[config.mk]
export PLATFORM = sky130hd
export DESIGN_NAME = meta_fifo
export DESIGN_NICKNAME = d
export VERILOG_FILES = /design/src/logic/ofdm_demod_pkg.sv /design/src/logic/meta_fifo.sv
export VERILOG_INCLUDE_DIRS = /design/src /design/src/include
export SDC_FILE = /design/constraint.sdc
export NUM_CORES = 1
export LEC_CHECK = 0
export BUFFER_PORTS_ARGS = -buffer_cell sky130_fd_sc_hd__buf_4
export CAP_MARGIN = 15
export CORE_ASPECT_RATIO = 0.6
export CORE_MARGIN = 4
export CORE_UTILIZATION = 35
export DETAILED_ROUTE_END_ITERATION = 10
export HOLD_SLACK_MARGIN = 0.15
export SLEW_MARGIN = 30
export SYNTH_ARGS = -nofsm -noshare
export SYNTH_HDL_FRONTEND = slang
export SYNTH_SLANG_ARGS = --single-unit
[constraint.sdc]
create_clock -name clk_i -period 2.5 [get_ports clk_i]
set_clock_uncertainty 0.15 [all_clocks]
set_input_delay 0.25 -clock clk_i [delete_from_list [all_inputs] [get_ports clk_i]]
set_output_delay 0.25 -clock clk_i [all_outputs]
set_load 0.03 [all_outputs]
[src/include/ofdm_demod_params.svh]
`ifndef OFDM_DEMOD_PARAMS_SVH
`define OFDM_DEMOD_PARAMS_SVH

// transform size as a power of two
`define OFDM_NFFT 4
`define OFDM_FFT_LEN (1 << `OFDM_NFFT)

// width of one real or imaginary component
`define OFDM_SAMPLE_W 12

// twiddles are signed Q1.11
`define OFDM_TWIDDLE_W 12
`define OFDM_TWIDDLE_FRAC 11

// bandwidth part and SSB layout, in subcarriers and symbols
`define OFDM_BWP_LEN 12
`define OFDM_SSS_LEN 7
`define OFDM_SYMS_BTWN_SSB 8

// prefix length field, 0 to 7 samples
`define OFDM_CP_W 3

// two symbols can be in flight between the prefix remover and the mapper
`define OFDM_META_FIFO_DEPTH 4

// the window opens half a prefix early
`define OFDM_HALF_CP_ADVANCE 1

`endif

[src/logic/ofdm_demod_pkg.sv]
`default_nettype none

`include "ofdm_demod_params.svh"

package ofdm_demod_pkg;

    typedef logic signed [`OFDM_SAMPLE_W-1:0] sample_t;

    // used for time samples and for frequency bins alike
    typedef struct packed {
        sample_t im;
        sample_t re;
    } cplx_t;

    typedef logic [`OFDM_CP_W-1:0] cp_len_t;

    typedef struct packed {
        logic [9:0] sfn;
        logic [4:0] subframe;
        logic [3:0] symbol;
    } frame_meta_t;

    typedef struct packed {
        frame_meta_t meta;
        cp_len_t     cp_len;
    } in_user_t;

    typedef struct packed {
        frame_meta_t meta;
        logic        pbch_symbol;
    } out_user_t;

    typedef logic [`OFDM_NFFT-1:0] bin_idx_t;

    // symbol position within one SSB period
    typedef logic [2:0] sym_idx_t;

    typedef enum logic [1:0] {
        SKIP_CP,
        BODY,
        SKIP_END
    } cp_state_e;

endpackage

`default_nettype wire

[src/logic/meta_fifo.sv]
`timescale 1ns/1ps
`default_nettype none

`include "ofdm_demod_params.svh"

module meta_fifo (
    input  wire                               clk_i,
    input  wire                               reset_ni,
    input  wire                               push_i,
    input  wire ofdm_demod_pkg::frame_meta_t  push_data_i,
    input  wire                               pop_i,
    output ofdm_demod_pkg::frame_meta_t       pop_data_o,
    output logic                              not_empty_o
);

    localparam int DEPTH = `OFDM_META_FIFO_DEPTH;
    localparam int PTR_W = $clog2(DEPTH);

    ofdm_demod_pkg::frame_meta_t mem [DEPTH];
    logic [PTR_W-1:0]            wr_ptr;
    logic [PTR_W-1:0]            rd_ptr;
    logic [PTR_W:0]              count;
    logic                        do_push;
    logic                        do_pop;

    assign do_push = push_i && (count != (PTR_W + 1)'(DEPTH));
    assign do_pop  = pop_i && (count != '0);

    // first word fall-through, the head entry is always on the output
    assign pop_data_o  = mem[rd_ptr];
    assign not_empty_o = (count != '0);

    always_ff @(posedge clk_i) begin
        if (!reset_ni) begin
            wr_ptr <= '0;
            rd_ptr <= '0;
            count  <= '0;
        end else begin
            if (do_push) begin
                wr_ptr <= wr_ptr + 1'b1;
            end
            if (do_pop) begin
                rd_ptr <= rd_ptr + 1'b1;
            end
            if (do_push && !do_pop) begin
                count <= count + 1'b1;
            end else if (do_pop && !do_push) begin
                count <= count - 1'b1;
            end
        end
    end

    always_ff @(posedge clk_i) begin
        if (do_push) begin
            mem[wr_ptr] <= push_data_i;
        end
    end

endmodule

`default_nettype wire

==> results.cfg <==
[drt]
wl_per_cell_um = 15.4
vias = 1583
drtIter0Drc = 50
routed_wl_mm = 5.53
drc = 0
drt_pass1_iterations = 4
ant_nets = 0
vias_per_cell = 4.41

[synthesis]
ys_seq_elements = 85
synth_area_leaders = edfxtp_1, mux4_1, mux4_2
syn_inst = 146
yosys_warnings = 0
synth_nets = 175
avgSynthCellArea_um2 = 22.4
syn-cell-area_um2 = 3280
yosysTopAreaCell = edfxtp_1
synth-seq-area-share_pct = 75.1
ys_types = 24
synth_top_area_share_pct = 69.6

[timing]
drv_slew = 0
final_hold_viol_count = 0
tightest_slew_ns = 0.317
setup-tns-final_ns = 0
rsz0062_at_grt = no
min_period_ns = 2.28
layout_worst_path_cycle_share_pct = 91.0
finalSetupViolations = 0
timing.fmax_ghz = 0.439
max_slew_margin_pct = 78.8

[power]
pwr-share-comb_pct = 28.6
pwr-share-clk_pct = 32.0
leakagePower_nw = 1.54
p_sw_w = 0.00130
switching_share_pct = 28.1
seqPwrFrac_pct = 39.4
p_int_w = 0.00331
ir_drop_mv = 0.369
power_density_nw_per_um2 = 1060

[place]
dp_hpwl_mm = 3.75
portBuffers = 42
placed_area_um2 = 3810
gp_congestion = 0.649

[cells_and_area]
multi_input_area_um2 = 758
layout_common_cells = edfxtp_1, buf_4, dlygate4sd3_1
fillerInstances = 776
final_common_cell = edfxtp_1
diodes = 0
drive_gt1_share_pct = 34.9
syn2layout_area_growth_pct = 32.8
seq_area_um2 = 2460
fin_area_um2 = 4350
final_util_pct = 47.5
layout.nets = 253

[critical_path]
cp.required_ns = 2.61
crit_type = flop to flop
start_kind = flop
worstPathArrival_ns = 2.38
worstRegToRegCells = 8
cp-end-kind = flop
critPathMaxFanout = 6

[clock_tree]
cts_tree = built
cts.hold.buffers_added = 20
clk_latency_ns = 0.33
cts_root_buf = clkbuf_16
ctsResizeCount = 0
post_cts_buffers = 0
numCtsBuffers = 9
clk_pin_slew_ns = 0.06
ctsHtreeMaxLevel = 3
cts_buffer_depth = 2
cts.sinks = 85

[outcome]
status = finished, final reports clean

[grt]
grt_max_degree = 17
grt_pass1_wl_mm = 8.79
grt_use_met2_pct = 15.7
grt-busiest-layer = met2
grtUsageTotal_pct = 10.8
antenna_found_initial = 0
grt_use_met1_pct = 13.6
first_global_vias = 1647
use_met3_pct = 4.42
grt-ovfl-total = 0

[worst_hold_path]
hp-class = input pin to flop
hold_depth = 4

[die]
num_rows = 27
die_area_um2 = 11000
ios = 43
fp.dieH_um = 83.0
core-area_um2 = 9160
chipWidth_um = 133
start_util_pct = 35.8

[job]
cap_violations = 0
logic make-up (layout without fill, tap and decap cells):
family | Yosys count | count (layout) | share of synthesized area, %
flops | 85 | 85 | 75.1
fa+ha+maj | 6 | 6 | 2.52
buf+inv | 8 | 91 | 1.72
compound gates | 5 | 5 | 1.87
mux | 22 | 22 | 15.0
simple gates | 16 | 16 | 2.67
xor+xnor | 4 | 4 | 1.07
final timing paths:
kind | from | end | slack, ns
min | pop_i | rd_ptr[0] | 0.22
max | count[0] | count[2] | 0.22
max reg2reg | count[0] | count[2] | 0.22
min reg2reg | wr_ptr[1] | wr_ptr[1] | 0.36
Yosys cell counts:
| cell type | instances |
|---|---|
| edfxtp_1 | 76 |
| mux4_2 | 10 |
| dfxtp_1 | 9 |
| mux4_1 | 9 |
| and2_1 | 8 |
| ha_1 | 5 |
| nand2_1 | 4 |
| inv_1 | 3 |
| mux2i_1 | 3 |
| xnor2_1 | 3 |
| buf_2 | 2 |
| or3_1 | 2 |
| a21boi_0 | 1 |
| a21boi_2 | 1 |
| buf_12 | 1 |
| buf_6 | 1 |
| clkbuf_1 | 1 |
| fa_1 | 1 |
| nor2_1 | 1 |
| nor2b_1 | 1 |
| o21ai_0 | 1 |
| o311ai_2 | 1 |
| o31ai_4 | 1 |
| xor2_1 | 1 |
power groups by stage:
| stage | clock network, W | logic [W] | registers, W |
|---|---|---|---|
| after floorplan | 0 | 0.000913 | 0.00182 |
| after global placement | 0 | 0.00131 | 0.00185 |
| after detailed placement | 0 | 0.00131 | 0.00185 |
| after CTS | 0.00152 | 0.00135 | 0.00182 |
| after global routing | 0.00158 | 0.00141 | 0.00184 |
| final | 0.00147 | 0.00132 | 0.00182 |
final cells by class:
cell class                 count  area share, %
timing repair buffer          72           14.2
multi-input combinational     53           17.4
tap                          130           3.74
clock inverter                 6           2.56
sequential                    85           56.6
clock buffer                  10           5.26
inverter                       3          0.259
flip-flops by register name, indices dropped and copies added (netlist names), named ones only:
name / count
count: 3
rd_ptr: 2
wr_ptr: 2
mem: 76
through the flow:
step                std cells  setup slack [ns]  power (W)  hold WS, ns
floorplan                 146             0.259    0.00274        0.199
global placement          323             0.329    0.00316        0.307
detailed placement        323             0.191    0.00317        0.307
CTS                       359             0.186    0.00469        0.196
global route              359            0.0289    0.00482        0.222
finish                    359             0.224    0.00461        0.217
per-layer routing:
metal | share of wire [%] | routed length (um) | vias up
met5 | 0 | 0 | -
met4 | 2.4 | 132 | 0
met3 | 5.8 | 323 | 9
met2 | 46 | 2530 | 40
met1 | 46 | 2550 | 783
li1 | - | - | 751
critical path, stage by stage, from the launching register on:
cell,delay (ns)
dfxtp_1,0.50
nor2_1,0.10
a21boi_2,0.17
ha_1,0.20
inv_1,0.06
fa_1,0.37
xor2_1,0.16
or3_1,0.30
a21boi_0,0.18
Power figures use the tool's default switching activity.
