File: src/include/ofdm_demod_params.svh
`ifndef OFDM_DEMOD_PARAMS_SVH
`define OFDM_DEMOD_PARAMS_SVH

// transform size as a power of two
`define OFDM_NFFT 4
`define OFDM_FFT_LEN (1 << `OFDM_NFFT)

// width of one real or imaginary component
`define OFDM_SAMPLE_W 12

// twiddles are signed Q1.11
`define OFDM_TWIDDLE_W 12
`define OFDM_TWIDDLE_FRAC 11

// bandwidth part and SSB layout, in subcarriers and symbols
`define OFDM_BWP_LEN 12
`define OFDM_SSS_LEN 7
`define OFDM_SYMS_BTWN_SSB 8

// prefix length field, 0 to 7 samples
`define OFDM_CP_W 3

// two symbols can be in flight between the prefix remover and the mapper
`define OFDM_META_FIFO_DEPTH 4

// the window opens half a prefix early
`define OFDM_HALF_CP_ADVANCE 1

`endif

File: src/logic/ofdm_demod_pkg.sv
`default_nettype none

`include "ofdm_demod_params.svh"

package ofdm_demod_pkg;

    typedef logic signed [`OFDM_SAMPLE_W-1:0] sample_t;

    // used for time samples and for frequency bins alike
    typedef struct packed {
        sample_t im;
        sample_t re;
    } cplx_t;

    typedef logic [`OFDM_CP_W-1:0] cp_len_t;

    typedef struct packed {
        logic [9:0] sfn;
        logic [4:0] subframe;
        logic [3:0] symbol;
    } frame_meta_t;

    typedef struct packed {
        frame_meta_t meta;
        cp_len_t     cp_len;
    } in_user_t;

    typedef struct packed {
        frame_meta_t meta;
        logic        pbch_symbol;
    } out_user_t;

    typedef logic [`OFDM_NFFT-1:0] bin_idx_t;

    // symbol position within one SSB period
    typedef logic [2:0] sym_idx_t;

    typedef enum logic [1:0] {
        SKIP_CP,
        BODY,
        SKIP_END
    } cp_state_e;

endpackage

`default_nettype wire

File: src/logic/cp_remover.sv
`timescale 1ns/1ps
`default_nettype none

`include "ofdm_demod_params.svh"

module cp_remover (
    input  wire                            clk_i,
    input  wire                            reset_ni,
    input  wire ofdm_demod_pkg::cplx_t     in_data_i,
    input  wire ofdm_demod_pkg::in_user_t  in_user_i,
    input  wire                            in_last_i,
    input  wire                            in_valid_i,
    output ofdm_demod_pkg::cplx_t          body_data_o,
    output logic                           body_valid_o,
    output logic                           body_last_o,
    output logic                           meta_push_o,
    output ofdm_demod_pkg::frame_meta_t    meta_o
);

    localparam ofdm_demod_pkg::bin_idx_t LAST_BODY = ofdm_demod_pkg::bin_idx_t'(`OFDM_FFT_LEN - 1);

    ofdm_demod_pkg::cp_state_e state;
    ofdm_demod_pkg::cp_len_t   skip_cnt;
    ofdm_demod_pkg::cp_len_t   skip_len_q;
    ofdm_demod_pkg::cp_len_t   skip_from_user;
    ofdm_demod_pkg::cp_len_t   skip_target;
    ofdm_demod_pkg::bin_idx_t  body_cnt;
    logic                      group_first;

    // the window opens half a prefix early, so only the rest of the prefix is skipped
    assign skip_from_user = in_user_i.cp_len -
        (`OFDM_HALF_CP_ADVANCE ? (in_user_i.cp_len >> 1) : ofdm_demod_pkg::cp_len_t'(0));

    // the first sample of a group sets the skip length for the whole prefix
    assign group_first = (state == ofdm_demod_pkg::SKIP_CP) && (skip_cnt == '0);
    assign skip_target = group_first ? skip_from_user : skip_len_q;

    always_ff @(posedge clk_i) begin
        if (!reset_ni) begin
            state        <= ofdm_demod_pkg::SKIP_CP;
            skip_cnt     <= '0;
            skip_len_q   <= '0;
            body_cnt     <= '0;
            body_valid_o <= 1'b0;
            body_last_o  <= 1'b0;
            meta_push_o  <= 1'b0;
        end else begin
            body_valid_o <= 1'b0;
            body_last_o  <= 1'b0;
            meta_push_o  <= 1'b0;
            if (in_valid_i) begin
                if (group_first) begin
                    skip_len_q <= skip_from_user;
                end
                case (state)
                    ofdm_demod_pkg::SKIP_CP: begin
                        if (skip_cnt == skip_target) begin
                            // this sample already belongs to the body
                            body_valid_o <= 1'b1;
                            body_cnt     <= ofdm_demod_pkg::bin_idx_t'(1);
                            skip_cnt     <= '0;
                            state        <= ofdm_demod_pkg::BODY;
                        end else begin
                            skip_cnt <= skip_cnt + 1'b1;
                        end
                    end
                    ofdm_demod_pkg::BODY: begin
                        body_valid_o <= 1'b1;
                        body_cnt     <= body_cnt + 1'b1;
                        if (body_cnt == LAST_BODY) begin
                            body_last_o <= 1'b1;
                            meta_push_o <= 1'b1;
                            state       <= in_last_i ? ofdm_demod_pkg::SKIP_CP
                                                     : ofdm_demod_pkg::SKIP_END;
                        end
                    end
                    default: begin
                        if (in_last_i) begin
                            state <= ofdm_demod_pkg::SKIP_CP;
                        end
                    end
                endcase
            end
        end
    end

    always_ff @(posedge clk_i) begin
        if (in_valid_i) begin
            body_data_o <= in_data_i;
            meta_o      <= in_user_i.meta;
        end
    end

endmodule

`default_nettype wire

File: config.mk
export PLATFORM = sky130hd
export DESIGN_NAME = cp_remover
export DESIGN_NICKNAME = d
export VERILOG_FILES = /design/src/logic/ofdm_demod_pkg.sv /design/src/logic/cp_remover.sv
export VERILOG_INCLUDE_DIRS = /design/src /design/src/include
export SDC_FILE = /design/constraint.sdc
export NUM_CORES = 1
export LEC_CHECK = 0
export BUFFER_PORTS_ARGS = -buffer_cell sky130_fd_sc_hd__buf_2
export CAP_MARGIN = 10
export CORE_MARGIN = 2
export CORE_UTILIZATION = 50
export CTS_CLUSTER_DIAMETER = 120
export CTS_CLUSTER_SIZE = 10
export DETAILED_ROUTE_END_ITERATION = 10
export HOLD_SLACK_MARGIN = 0.06
export PLACE_DENSITY_LB_ADDON = 0.12
export SETUP_SLACK_MARGIN = 0.05
export SYNTH_ARGS = -nofsm -noshare
export SYNTH_HDL_FRONTEND = slang
export SYNTH_SLANG_ARGS = --single-unit
export TNS_END_PERCENT = 1
File: constraint.sdc
create_clock -name clk_i -period 7.1 [get_ports clk_i]
set_input_delay 1.065 -clock clk_i [delete_from_list [all_inputs] [get_ports clk_i]]
set_output_delay 1.065 -clock clk_i [all_outputs]
set_load 0.005 [all_outputs]
==> flow_metrics.env <==
export IMPL_end_kind="flip-flop"
export IMPL_grt_max_degree=50
export IMPL_globalplace_congestion=0.782
export IMPL_grt_pass1_wl_um=7770
export IMPL_worstReg2RegEnd="body_cnt[0]"
export IMPL_fin_area_um2=2860
export IMPL_min_period_over_period=0.411
export IMPL_timing_final_hold_violations=0
export IMPL_final_cell_mix="buf_2 (95), edfxtp_1 (43), dfxtp_1 (14)"
export IMPL_overflow=0
export IMPL_routedWlPerCell_um=15.9
export IMPL_rsz0062_at_grt="false"
export IMPL_leakage_nw=1.23
export IMPL_r2r_setup_slack_ns=5.01
export IMPL_nFillCells=294
export IMPL_internal_power_mw=0.659
export IMPL_async_reset_ff_frac=0
export IMPL_tns_ns=0
export IMPL_fin_nets=295
export IMPL_pwr_share_comb=0.161
export IMPL_synth_edff_count=43
export IMPL_num_vias=1512
export IMPL_multiInputGateArea_um2=513
export IMPL_power_density_nw_per_um2=308
export IMPL_cp_arrival_ns=3.13
export IMPL_avgSynthCellArea_um2=15.5
export IMPL_die_h_um=69.6
export IMPL_clkPwrFrac=0.364
export IMPL_hold_path_class="flip-flop to flip-flop"
export IMPL_ys_types=39
export IMPL_p_sw_frac=0.251
export IMPL_drtAntennaViolNets=0
export IMPL_cp_required_ns=7.32
export IMPL_fmax_ghz=0.343
export IMPL_cts_setup_buffers=0
export IMPL_hold_path_depth=2
export IMPL_ys_seq_area_frac=0.732
export IMPL_max_slew_margin=0.351
export IMPL_portBuffers=95
export IMPL_reg2reg_from="skip_cnt[0]"
export IMPL_status="finished, final reports clean"
export IMPL_pin_count=96
export IMPL_syn_instance_count=139
export IMPL_cts_sinks=57
export IMPL_synth_seq_cells=57
export IMPL_row_count=23
export IMPL_htree_levels=3
export IMPL_coreArea_um2=4060
export IMPL_tightestPinTransition_ns=0.959
export IMPL_clkLatencyLatePin_ns=0.33
export IMPL_via_per_inst=5.13
export IMPL_whs_endpoint="skip_len_q[0]"
export IMPL_drcViolationCount=0
export IMPL_seqCellArea_um2=1570
export IMPL_syn_nets=194
export IMPL_layout_cells_most_common="buf_2"
export IMPL_crit_type="input pin to flip-flop"
export IMPL_cts_tree="built"
export IMPL_final_layout_size_suffix_gt1_frac=0.465
export IMPL_clockRootBuffer="clkbuf_8"
export IMPL_die_w_um=69.6
export IMPL_ys_flop_type="edfxtp_1"
export IMPL_drt_iter0_markers=116
export IMPL_antenna_cells=0
export IMPL_postPlaceCellArea_um2=2650
export IMPL_drv_slew=0
export IMPL_clk_pin_slew_worst_paths_ns=0.07
export IMPL_cts_hold_buf=0
export IMPL_setup_viol=0
export IMPL_dp_hpwl_um=3450
export IMPL_whs_ns=0.514
export IMPL_area_growth_syn_to_layout_pct=33.1
export IMPL_yosysWarnings=0
export IMPL_skew_ns=0.00825
export IMPL_p_seq_frac=0.476
export IMPL_p_sw_mw=0.220
export IMPL_max_cap_violations=0
export IMPL_wl_um=4690
export IMPL_clock_path_buffers=2
export IMPL_antenna_found_initial=0
export IMPL_start_util=0.529
export IMPL_grt_pass1_vias=1570
export IMPL_ir_drop_uv=207
export IMPL_synth_area_um2=2150
export IMPL_final_core_util=0.705
export IMPL_critPathMaxFanout=7
export IMPL_cts_inserted_buffers=9
export IMPL_startpoint_type="input pin"
export IMPL_post_route_min_period_ns=2.92
export IMPL_drt_pass1_iter_count=4
export IMPL_reg2reg_depth=7
export IMPL_grt_use_total=0.213
export IMPL_die_area_um2=4840
export IMPL_cts_resized=0
export IMPL_hold_start="skip_len_q[0]"
stage by stage:
step	power, mW	setup slack, ns	instances
finish	0.880	4.18	295
detailed placement	0.565	3.85	279
CTS	0.885	4.17	295
global route	0.924	4.04	295
global placement	0.556	3.90	279
floorplan	0.514	4.02	139
synth_stat cells, types with 2 or more instances:
library cell,count,area (um^2)
buf_6,2,22.5
nand2_1,4,15.0
o211ai_1,4,30.0
clkbuf_1,2,7.51
mux2i_1,3,30.0
and2_1,3,18.8
and3_1,2,12.5
nor3_1,3,15.0
nand3b_1,2,15.0
nor2_1,7,26.3
nor3b_1,2,15.0
a21oi_1,3,15.0
inv_1,6,22.5
dfxtp_1,14,280
nand2b_1,3,18.8
nand3_1,8,40.0
edfxtp_1,43,1290
ha_1,4,50.1
xor2_1,2,17.5
a211oi_1,3,22.5
flip-flops by register name, summed over array words and instances, names as in the netlist:
signal and flops:
body_data_o 24, meta_push_o 1, meta_o 19, skip_cnt 3, body_cnt 4, skip_len_q 3, body_valid_o 1, state 2
power by group through the flow:
stage | sequential, mW | clock (mW) | combinational (mW)
2_1_floorplan | 0.420 | 0 | 0.0939
3_3_place_gp | 0.421 | 0 | 0.135
3_5_place_dp | 0.424 | 0 | 0.141
4_1_cts | 0.418 | 0.324 | 0.143
5_1_grt | 0.422 | 0.343 | 0.159
6_report | 0.419 | 0.320 | 0.141
cell families after synthesis:
group | synth area share
and+or+nand+nor | 0.110
AOI/OAI and AO/OA | 0.0647
buffers and inverters | 0.0297
adders and majority gates | 0.0326
xor gates and xnor gates | 0.0122
muxes | 0.0192
DFF | 0.732
worst max-delay path by stage:
stage	startpoint	end	slack, ns
after detailed placement	in_user_i[1]	body_cnt[0]	3.85
after floorplan	in_user_i[0]	body_cnt[0]	4.02
after global routing	in_valid_i	skip_cnt[2]	4.04
after global placement	in_user_i[1]	body_cnt[0]	3.90
final	in_user_i[1]	body_cnt[0]	4.18
after CTS	in_user_i[1]	body_cnt[0]	4.17
routing by layer:
layer,share of wire,track usage
met2,0.51,0.349
met1,0.39,0.253
met4,0.016,0.105
met3,0.081,0.0669
met5,0,0
final cells by class:
type                       instances  area share
tap                               50      0.0219
sequential                        57       0.549
clock buffer                      11      0.0459
timing repair buffer              95       0.166
multi-input combinational         70       0.179
inverter                           7     0.00919
clock inverter                     5      0.0280
worst max-delay path: stages:
cell	delay, ns
buf_2	0.12
ha_1	0.17
inv_1	0.06
fa_1	0.43
and2_1	0.18
o211ai_1	0.13
or3b_1	0.40
and2_1	0.25
o311a_1	0.32
Power figures use the tool's default switching activity.
