--- config.mk ---
export PLATFORM = sky130hd
export DESIGN_NAME = subcarrier_mapper
export DESIGN_NICKNAME = d
export VERILOG_FILES = /design/src/logic/ofdm_demod_pkg.sv /design/src/logic/subcarrier_mapper.sv
export VERILOG_INCLUDE_DIRS = /design/src /design/src/include
export SDC_FILE = /design/constraint.sdc
export NUM_CORES = 1
export LEC_CHECK = 0
export ABC_AREA = 1
export BUFFER_PORTS_ARGS = -buffer_cell sky130_fd_sc_hd__buf_2
export CAP_MARGIN = 10
export CORE_AREA = 2 2 67 69
export DETAILED_ROUTE_END_ITERATION = 10
export DIE_AREA = 0 0 69 71
export PLACE_DENSITY = 0.73
export SYNTH_ARGS = -nofsm -noshare
export SYNTH_HDL_FRONTEND = slang
export SYNTH_SLANG_ARGS = --single-unit
--- constraint.sdc ---
create_clock -name clk_i -period 1.9 [get_ports clk_i]
set_input_delay 0.475 -clock clk_i [delete_from_list [all_inputs] [get_ports clk_i]]
set_output_delay 0.475 -clock clk_i [all_outputs]
set_load 0.1 [all_outputs]
--- src/include/ofdm_demod_params.svh ---
`ifndef OFDM_DEMOD_PARAMS_SVH
`define OFDM_DEMOD_PARAMS_SVH

// transform size as a power of two
`define OFDM_NFFT 4
`define OFDM_FFT_LEN (1 << `OFDM_NFFT)

// width of one real or imaginary component
`define OFDM_SAMPLE_W 12

// twiddles are signed Q1.11
`define OFDM_TWIDDLE_W 12
`define OFDM_TWIDDLE_FRAC 11

// bandwidth part and SSB layout, in subcarriers and symbols
`define OFDM_BWP_LEN 12
`define OFDM_SSS_LEN 7
`define OFDM_SYMS_BTWN_SSB 8

// prefix length field, 0 to 7 samples
`define OFDM_CP_W 3

// two symbols can be in flight between the prefix remover and the mapper
`define OFDM_META_FIFO_DEPTH 4

// the window opens half a prefix early
`define OFDM_HALF_CP_ADVANCE 1

`endif

--- src/logic/ofdm_demod_pkg.sv ---
`default_nettype none

`include "ofdm_demod_params.svh"

package ofdm_demod_pkg;

    typedef logic signed [`OFDM_SAMPLE_W-1:0] sample_t;

    // used for time samples and for frequency bins alike
    typedef struct packed {
        sample_t im;
        sample_t re;
    } cplx_t;

    typedef logic [`OFDM_CP_W-1:0] cp_len_t;

    typedef struct packed {
        logic [9:0] sfn;
        logic [4:0] subframe;
        logic [3:0] symbol;
    } frame_meta_t;

    typedef struct packed {
        frame_meta_t meta;
        cp_len_t     cp_len;
    } in_user_t;

    typedef struct packed {
        frame_meta_t meta;
        logic        pbch_symbol;
    } out_user_t;

    typedef logic [`OFDM_NFFT-1:0] bin_idx_t;

    // symbol position within one SSB period
    typedef logic [2:0] sym_idx_t;

    typedef enum logic [1:0] {
        SKIP_CP,
        BODY,
        SKIP_END
    } cp_state_e;

endpackage

`default_nettype wire

--- src/logic/subcarrier_mapper.sv ---
`timescale 1ns/1ps
`default_nettype none

`include "ofdm_demod_params.svh"

module subcarrier_mapper (
    input  wire                               clk_i,
    input  wire                               reset_ni,
    input  wire ofdm_demod_pkg::cplx_t        bin_data_i,
    input  wire                               bin_valid_i,
    input  wire                               bin_first_i,
    input  wire ofdm_demod_pkg::frame_meta_t  meta_i,
    output logic                              meta_pop_o,
    output ofdm_demod_pkg::cplx_t             out_data_o,
    output ofdm_demod_pkg::out_user_t         out_user_o,
    output logic                              out_valid_o,
    output logic                              out_last_o,
    output logic                              pbch_valid_o,
    output logic                              sss_valid_o
);

    localparam int LEN = `OFDM_FFT_LEN;

    localparam ofdm_demod_pkg::bin_idx_t SC_FIRST =
        ofdm_demod_pkg::bin_idx_t'(LEN / 2 - `OFDM_BWP_LEN / 2);
    localparam ofdm_demod_pkg::bin_idx_t SC_LAST =
        ofdm_demod_pkg::bin_idx_t'(LEN / 2 - `OFDM_BWP_LEN / 2 + `OFDM_BWP_LEN - 1);
    localparam ofdm_demod_pkg::bin_idx_t SSS_FIRST =
        ofdm_demod_pkg::bin_idx_t'(LEN / 2 - (`OFDM_SSS_LEN + 1) / 2);
    localparam ofdm_demod_pkg::bin_idx_t SSS_LAST =
        ofdm_demod_pkg::bin_idx_t'(LEN / 2 - (`OFDM_SSS_LEN + 1) / 2 + `OFDM_SSS_LEN - 1);
    localparam ofdm_demod_pkg::bin_idx_t LAST_POS = ofdm_demod_pkg::bin_idx_t'(LEN - 1);
    localparam ofdm_demod_pkg::sym_idx_t LAST_SYM =
        ofdm_demod_pkg::sym_idx_t'(`OFDM_SYMS_BTWN_SSB - 1);

    ofdm_demod_pkg::bin_idx_t    pos_cnt;
    ofdm_demod_pkg::bin_idx_t    cur_pos;
    ofdm_demod_pkg::sym_idx_t    sym_idx;
    ofdm_demod_pkg::frame_meta_t meta_q;
    ofdm_demod_pkg::frame_meta_t cur_meta;
    logic                        in_bwp;
    logic                        in_sss;

    assign cur_pos = bin_first_i ? '0 : pos_cnt;
    assign in_bwp  = (cur_pos >= SC_FIRST) && (cur_pos <= SC_LAST);
    assign in_sss  = (cur_pos >= SSS_FIRST) && (cur_pos <= SSS_LAST);

    // the head of the FIFO belongs to the symbol that starts now
    assign meta_pop_o = bin_valid_i && bin_first_i;
    assign cur_meta   = meta_pop_o ? meta_i : meta_q;

    always_ff @(posedge clk_i) begin
        if (!reset_ni) begin
            pos_cnt      <= '0;
            sym_idx      <= '0;
            out_valid_o  <= 1'b0;
            out_last_o   <= 1'b0;
            pbch_valid_o <= 1'b0;
            sss_valid_o  <= 1'b0;
        end else begin
            out_valid_o  <= bin_valid_i && in_bwp;
            out_last_o   <= bin_valid_i && (cur_pos == SC_LAST);
            pbch_valid_o <= bin_valid_i && in_bwp && (sym_idx == '0);
            sss_valid_o  <= bin_valid_i && in_sss && (sym_idx == 3'd1);
            if (bin_valid_i) begin
                pos_cnt <= cur_pos + 1'b1;
                if (cur_pos == LAST_POS) begin
                    sym_idx <= (sym_idx == LAST_SYM) ? '0 : sym_idx + 1'b1;
                end
            end
        end
    end

    always_ff @(posedge clk_i) begin
        if (meta_pop_o) begin
            meta_q <= meta_i;
        end
        out_data_o             <= bin_data_i;
        out_user_o.meta        <= cur_meta;
        out_user_o.pbch_symbol <= (sym_idx == '0);
    end

endmodule

`default_nettype wire

==> results.json, run 1 <==
{
  "ys_types": 18,
  "multi_input_area_sq_um": 285,
  "p_switching_mw": 0.857,
  "fp.dieW_microns": 69,
  "min_path_cells": 1,
  "rows": 24,
  "cp_max_fo": 8,
  "final.setup.tns_ns": 0,
  "cts_setup_buffers": 0,
  "cp_data_required_time_ns": 1.42,
  "htreeDepth": 2,
  "rsz0062_at_grt": "false",
  "setup_ws_ns": 0.330,
  "reg2regPathDepth": 6,
  "numPortBuffers": 95,
  "syn_nets": 174,
  "status": "finished, final reports clean",
  "netlist_area_sq_um": 1640,
  "slew_headroom": 0.663,
  "path_class": "in2out",
  "pwr-share-comb": 0.220,
  "drive_above_1_share": 0.484,
  "die_area_sq_um": 4900,
  "drtAntennaViolNets": 0,
  "track_usage": 0.136,
  "wl_per_cell_microns": 11.6,
  "ys_ff_latch": 55,
  "cts_tree": "yes",
  "pwr_density_cell_nw_per_um2": 1090,
  "slew_violations": 0,
  "antenna_found_initial": 0,
  "crit_chain": "buf_2, nand2_1, clkinvlp_4, buf_12",
  "via_per_inst": 4.15,
  "crit_path_start_kind": "primary input",
  "drt-initial-drc-count": 44,
  "cts_buffer_depth": 2,
  "slowest_delay_ns": 0.17,
  "boundaryPins": 96,
  "ctsResizeCount": 0,
  "p_seq_frac": 0.521,
  "final_hold_viol_count": 0,
  "sw_frac_of_total": 0.345,
  "initial_core_util": 0.389,
  "slowest_stage": "buf_12",
  "tightestPinTransition_ns": 0.510,
  "fmax_ghz": 0.637,
  "fin_crit_sh": 0.826,
  "end_kind": "output pin",
  "hold_class": "in2reg",
  "clock-root-buffer": "clkbuf_8",
  "antennaDiodeCount": 0,
  "cp.arrival_ns": 1.10,
  "fin_nets": 275,
  "place_ws_ns": 0.326,
  "period_needed_ns": 1.57,
  "r2r-start": "sym_idx[0]$_SDFFE_PN0P_",
  "syn2layout_area_growth_pct": 39.9,
  "first_pass_iters": 4,
  "via_count": 1149,
  "drv_cap": 0,
  "synth_warnings": 0,
  "fp.coreArea_sq_um": 4200,
  "fp.dieH_microns": 71,
  "overflow": 0,
  "routed_wl_mm": 3.21,
  "syn_inst": 123,
  "pwr-share-clk": 0.259,
  "clk_latency_ns": 0.31,
  "startpoint": "bin_valid_i",
  "r2r_slack_ns": 0.79,
  "grt_pass1_wl_mm": 5.05,
  "fillers": 369,
  "clock_sinks": 55,
  "p_leak_nw": 1.07,
  "irDropWorstVdd_uv": 392,
  "whs_endpoint": "out_data_o[3]$_DFF_P_",
  "dp_hpwl_mm": 2.61,
  "register_area_sq_um": 1290,
  "grt_max_degree": 20,
  "skew_ns": 0.0105,
  "drc": 0,
  "r2r_end": "sym_idx[2]$_SDFFE_PN0P_",
  "seq_area_frac_synth": 0.790,
  "grt_pass1_vias": 1084,
  "postCtsHoldBufs": 0,
  "numCtsBuffers": 5,
  "clk_pin_slew_ns": 0.10,
  "p_int_mw": 1.63,
  "syn_area_per_cell_sq_um": 13.3,
  "gp_congestion": 0.833,
  "setup_viol": 0,
  "hold_start": "bin_data_i[3]"
}
sequential cells by signal (all words and copies together), names as in the netlist:
name,cells
meta_q,19
pbch_valid_o,1
pos_cnt,4
sss_valid_o,1
out_last_o,1
out_data_o,24
out_user_o,1
out_valid_o,1
sym_idx,3
cells in the mapped netlist:
cell type	instances	area, sq um
nand4_1	3	18.8
buf_2	2	10.0
nor2_1	12	45.0
nand3_2	2	20.0
o21a_1	1	7.51
dfxtp_1	36	721
nor3b_1	1	7.51
o21ai_1	1	5.00
a21oi_1	2	10.0
ha_1	4	50.1
inv_1	11	41.3
nand2_1	18	67.6
nor2_4	1	11.3
clkinv_1	1	3.75
edfxtp_1	19	571
nand3_1	7	35.0
inv_2	1	3.75
o211ai_1	1	7.51
power groups by stage:
stage / clock (mW) / combinational [mW] / sequential (mW)
after floorplan: 0 / 0.0382 / 1.73
after global placement: 0 / 0.548 / 1.32
after detailed placement: 0 / 0.550 / 1.32
after CTS: 0.673 / 0.551 / 1.30
after global routing: 0.708 / 0.564 / 1.30
final: 0.644 / 0.548 / 1.30
logic make-up after synthesis:
group           count (synthesis)  synth area share
buf+inv                        15            0.0360
compound gates                  5            0.0184
fa+ha+maj                       4            0.0306
simple gates                   44             0.125
flops                          55             0.790
layer usage:
layer	vias up	global-route usage	part of all wire
met2	59	0.224	0.48
met1	483	0.150	0.40
met3	5	0.0470	0.090
met5	-	0	0
met4	0	0.0915	0.026
li1	602	-	-
per-stage QoR:
step / cells / area [sq um] / utilization / power, mW / hold slack [ns]
CTS: 277 / 2290 / 0.544 / 2.52 / 0.243
global placement: 269 / 2190 / 0.521 / 1.87 / 0.496
detailed placement: 269 / 2190 / 0.521 / 1.88 / 0.500
floorplan: 123 / 1640 / - / 1.77 / 0.482
finish: 277 / 2290 / 0.544 / 2.49 / 0.254
global route: 277 / 2290 / 0.544 / 2.57 / 0.239
worst max-delay path by stage:
stage               cells past startpoint                  end
global placement                        4           meta_pop_o
floorplan                               3  meta_q[0]$_DFFE_PP_
CTS                                     1        out_user_o[1]
detailed placement                      4           meta_pop_o
global route                            4           meta_pop_o
finish                                  4           meta_pop_o
layout make-up:
class                           instances  share of cell area
Clock buffer                            5              0.0301
Clock inverter                          3              0.0120
Inverter                               13              0.0230
Multi-Input combinational cell         53               0.125
Sequential cell                        55               0.564
Tap cell                               52              0.0284
Timing Repair Buffer                   96               0.218
cell usage in the layout, fill, tap and decap left out:
cell,count
nand3_1,7
nand3_2,2
inv_1,10
clkinvlp_4,2
clkinv_4,1
dfxtp_1,36
o211ai_1,1
clkbuf_8,5
inv_8,1
ha_1,4
nand4_1,3
buf_12,1
inv_2,1
buf_2,94
nor2_4,1
o21ai_1,1
nor3b_1,1
buf_4,1
nand2_1,18
a21oi_1,2
o21a_1,1
nor2_1,12
clkinv_1,1
edfxtp_1,19
worst max-delay path, delay by kind of cell:
| family | cells | cell delay, ns |
|---|---|---|
| buffers and inverters | 3 | 0.46 |
| and+or+nand+nor | 1 | 0.15 |
Power figures use the tool's default switching activity.
==> run 2: changes to the inputs <==
- CORE_AREA: 2 2 67 69 -> 2 2 69 71
- DIE_AREA: 0 0 69 71 -> 0 0 71 73
- PLACE_DENSITY: 0.73 -> 0.72
- clock period: 1.9 -> 1.4 ns (I/O delays scaled with it)
==> results.json, run 2 (same netlist as run 1, synthesis figures left out) <==
{
  "status": "finished, final reports clean",
  "setup_viol": 0,
  "p_total_mw": 3.55,
  "skew_ns": 0.00881,
  "drv_cap": 0,
  "htreeDepth": 2,
  "die_area_sq_um": 5180,
  "layout_commonest_cell": "buf_2",
  "period_needed_ns": 1.31,
  "numCtsBuffers": 5,
  "fmax_ghz": 0.765,
  "drtAntennaViolNets": 0,
  "crit_chain": "clkbuf_4",
  "post_dp_cell_area_sq_um": 2340,
  "setup_ws_ns": 0.0926,
  "syn2layout_area_growth_pct": 55.9,
  "drive_above_1_share": 0.487,
  "reg2regPathDepth": 6,
  "slew_violations": 0,
  "clock_sinks": 55,
  "cp_data_required_time_ns": 1.05,
  "via_count": 1197,
  "tightestPinTransition_ns": 0.310,
  "largest_reg_flops": 24,
  "grt_pass1_wl_mm": 4.84,
  "slowest_delay_ns": 0.33,
  "whs_endpoint": "out_data_o[4]$_DFF_P_",
  "antenna_found_initial": 0,
  "pwr_density_cell_nw_per_um2": 1390,
  "crit_path_start_kind": "flop",
  "routed_wl_mm": 3.41,
  "min_path_cells": 1,
  "p_leak_nw": 1.16,
  "top_register": "out_data_o",
  "grt_max_degree": 18,
  "numPortBuffers": 95,
  "clk_latency_ns": 0.30,
  "fp.coreArea_sq_um": 4540,
  "cp.arrival_ns": 0.96,
  "most-common-layout-cells": "buf_2 (46), dfxtp_1 (36), buf_4 (26)",
  "r2r_end": "sym_idx[2]$_SDFFE_PN0P_",
  "r2r-start": "sym_idx[0]$_SDFFE_PN0P_",
  "fin_crit_sh": 0.934,
  "crit_buf_inv": 1,
  "place_ws_ns": 0.131,
  "final.setup.tns_ns": 0,
  "drc": 0,
  "cp_max_fo": 1,
  "drt-initial-drc-count": 59,
  "finalInstanceArea_sq_um": 2550,
  "r2r_slack_ns": 0.28,
  "final_hold_viol_count": 0,
  "dp_hpwl_mm": 2.60,
  "rsz0062_at_grt": "false",
  "clock-root-buffer": "clkbuf_8",
  "reg_top3": "out_data_o x24, meta_q x19, pos_cnt x4",
  "track_usage": 0.125,
  "end_kind": "output pin",
  "cts_buffer_depth": 2,
  "grt_pass1_vias": 1025,
  "cts_setup_buffers": 0,
  "gp_congestion": 0.839,
  "cts_tree": "yes",
  "overflow": 0,
  "fin_nets": 276,
  "hold_class": "in2reg",
  "slew_headroom": 0.794,
  "final_cells": 280,
  "crit_family": "flip-flops",
  "rows": 25,
  "first_pass_iters": 4,
  "initial_core_util": 0.361,
  "antennaDiodeCount": 0,
  "slowest_stage": "dfxtp_1",
  "startpoint": "out_data_o[20]$_DFF_P_",
  "fillers": 366,
  "irDropWorstVdd_uv": 447,
  "hold_start": "bin_data_i[4]",
  "fp.dieH_microns": 73,
  "wl_per_cell_microns": 12.2,
  "path_class": "reg2out",
  "via_per_inst": 4.28,
  "boundaryPins": 96,
  "clk_pin_slew_ns": 0.10,
  "dp.cells": 272,
  "fp.dieW_microns": 71
}
## run 2: worst max-delay path by stage
stage | end | slack [ns] | depth (start not counted)
after floorplan | meta_q[0]$_DFFE_PP_ | -0.24 | 3
after CTS | out_data_o[2] | 0.001 | 1
after global placement | meta_pop_o | 0.15 | 4
after global routing | out_data_o[21] | 0.04 | 1
final | out_data_o[20] | 0.09 | 1
after detailed placement | meta_pop_o | 0.13 | 4
## run 2: where the power goes
group	switching [mW]	internal [mW]	total, mW
Clock	0.487	0.469	0.956
Combinational	0.636	0.186	0.822
Sequential	0.0351	1.74	1.77
## run 2: metal layers
layer / part of all wire / GRT usage / up-vias
met5: 0 / 0 / -
met4: 0.014 / 0.0692 / 0
met3: 0.071 / 0.0401 / 5
met2: 0.51 / 0.208 / 59
met1: 0.40 / 0.145 / 530
li1: - / - / 603
## run 2: repair_timing
item,4_1_cts,5_1_grt
cloned,0,0
setup endpoints to repair,24,15
gates resized for setup,24,15
hold buffers,0,0
hold endpoints to repair,0,0
## run 2: area by class of cell
| type | instances | area [sq um] | area share |
|---|---|---|---|
| Clock buffer | 7 | 97.6 | 0.0383 |
| Clock inverter | 1 | 8.76 | 0.00344 |
| Inverter | 13 | 52.6 | 0.0206 |
| Multi-Input combinational cell | 53 | 293 | 0.115 |
| Sequential cell | 55 | 1290 | 0.507 |
| Tap cell | 54 | 67.6 | 0.0265 |
| Timing Repair Buffer | 97 | 738 | 0.290 |
## run 2: stage by stage
step | util | hold slack, ns
after floorplan | - | 0.378
after global placement | 0.517 | 0.452
final | 0.562 | 0.140
after CTS | 0.554 | 0.128
after global routing | 0.562 | 0.111
after detailed placement | 0.517 | 0.454
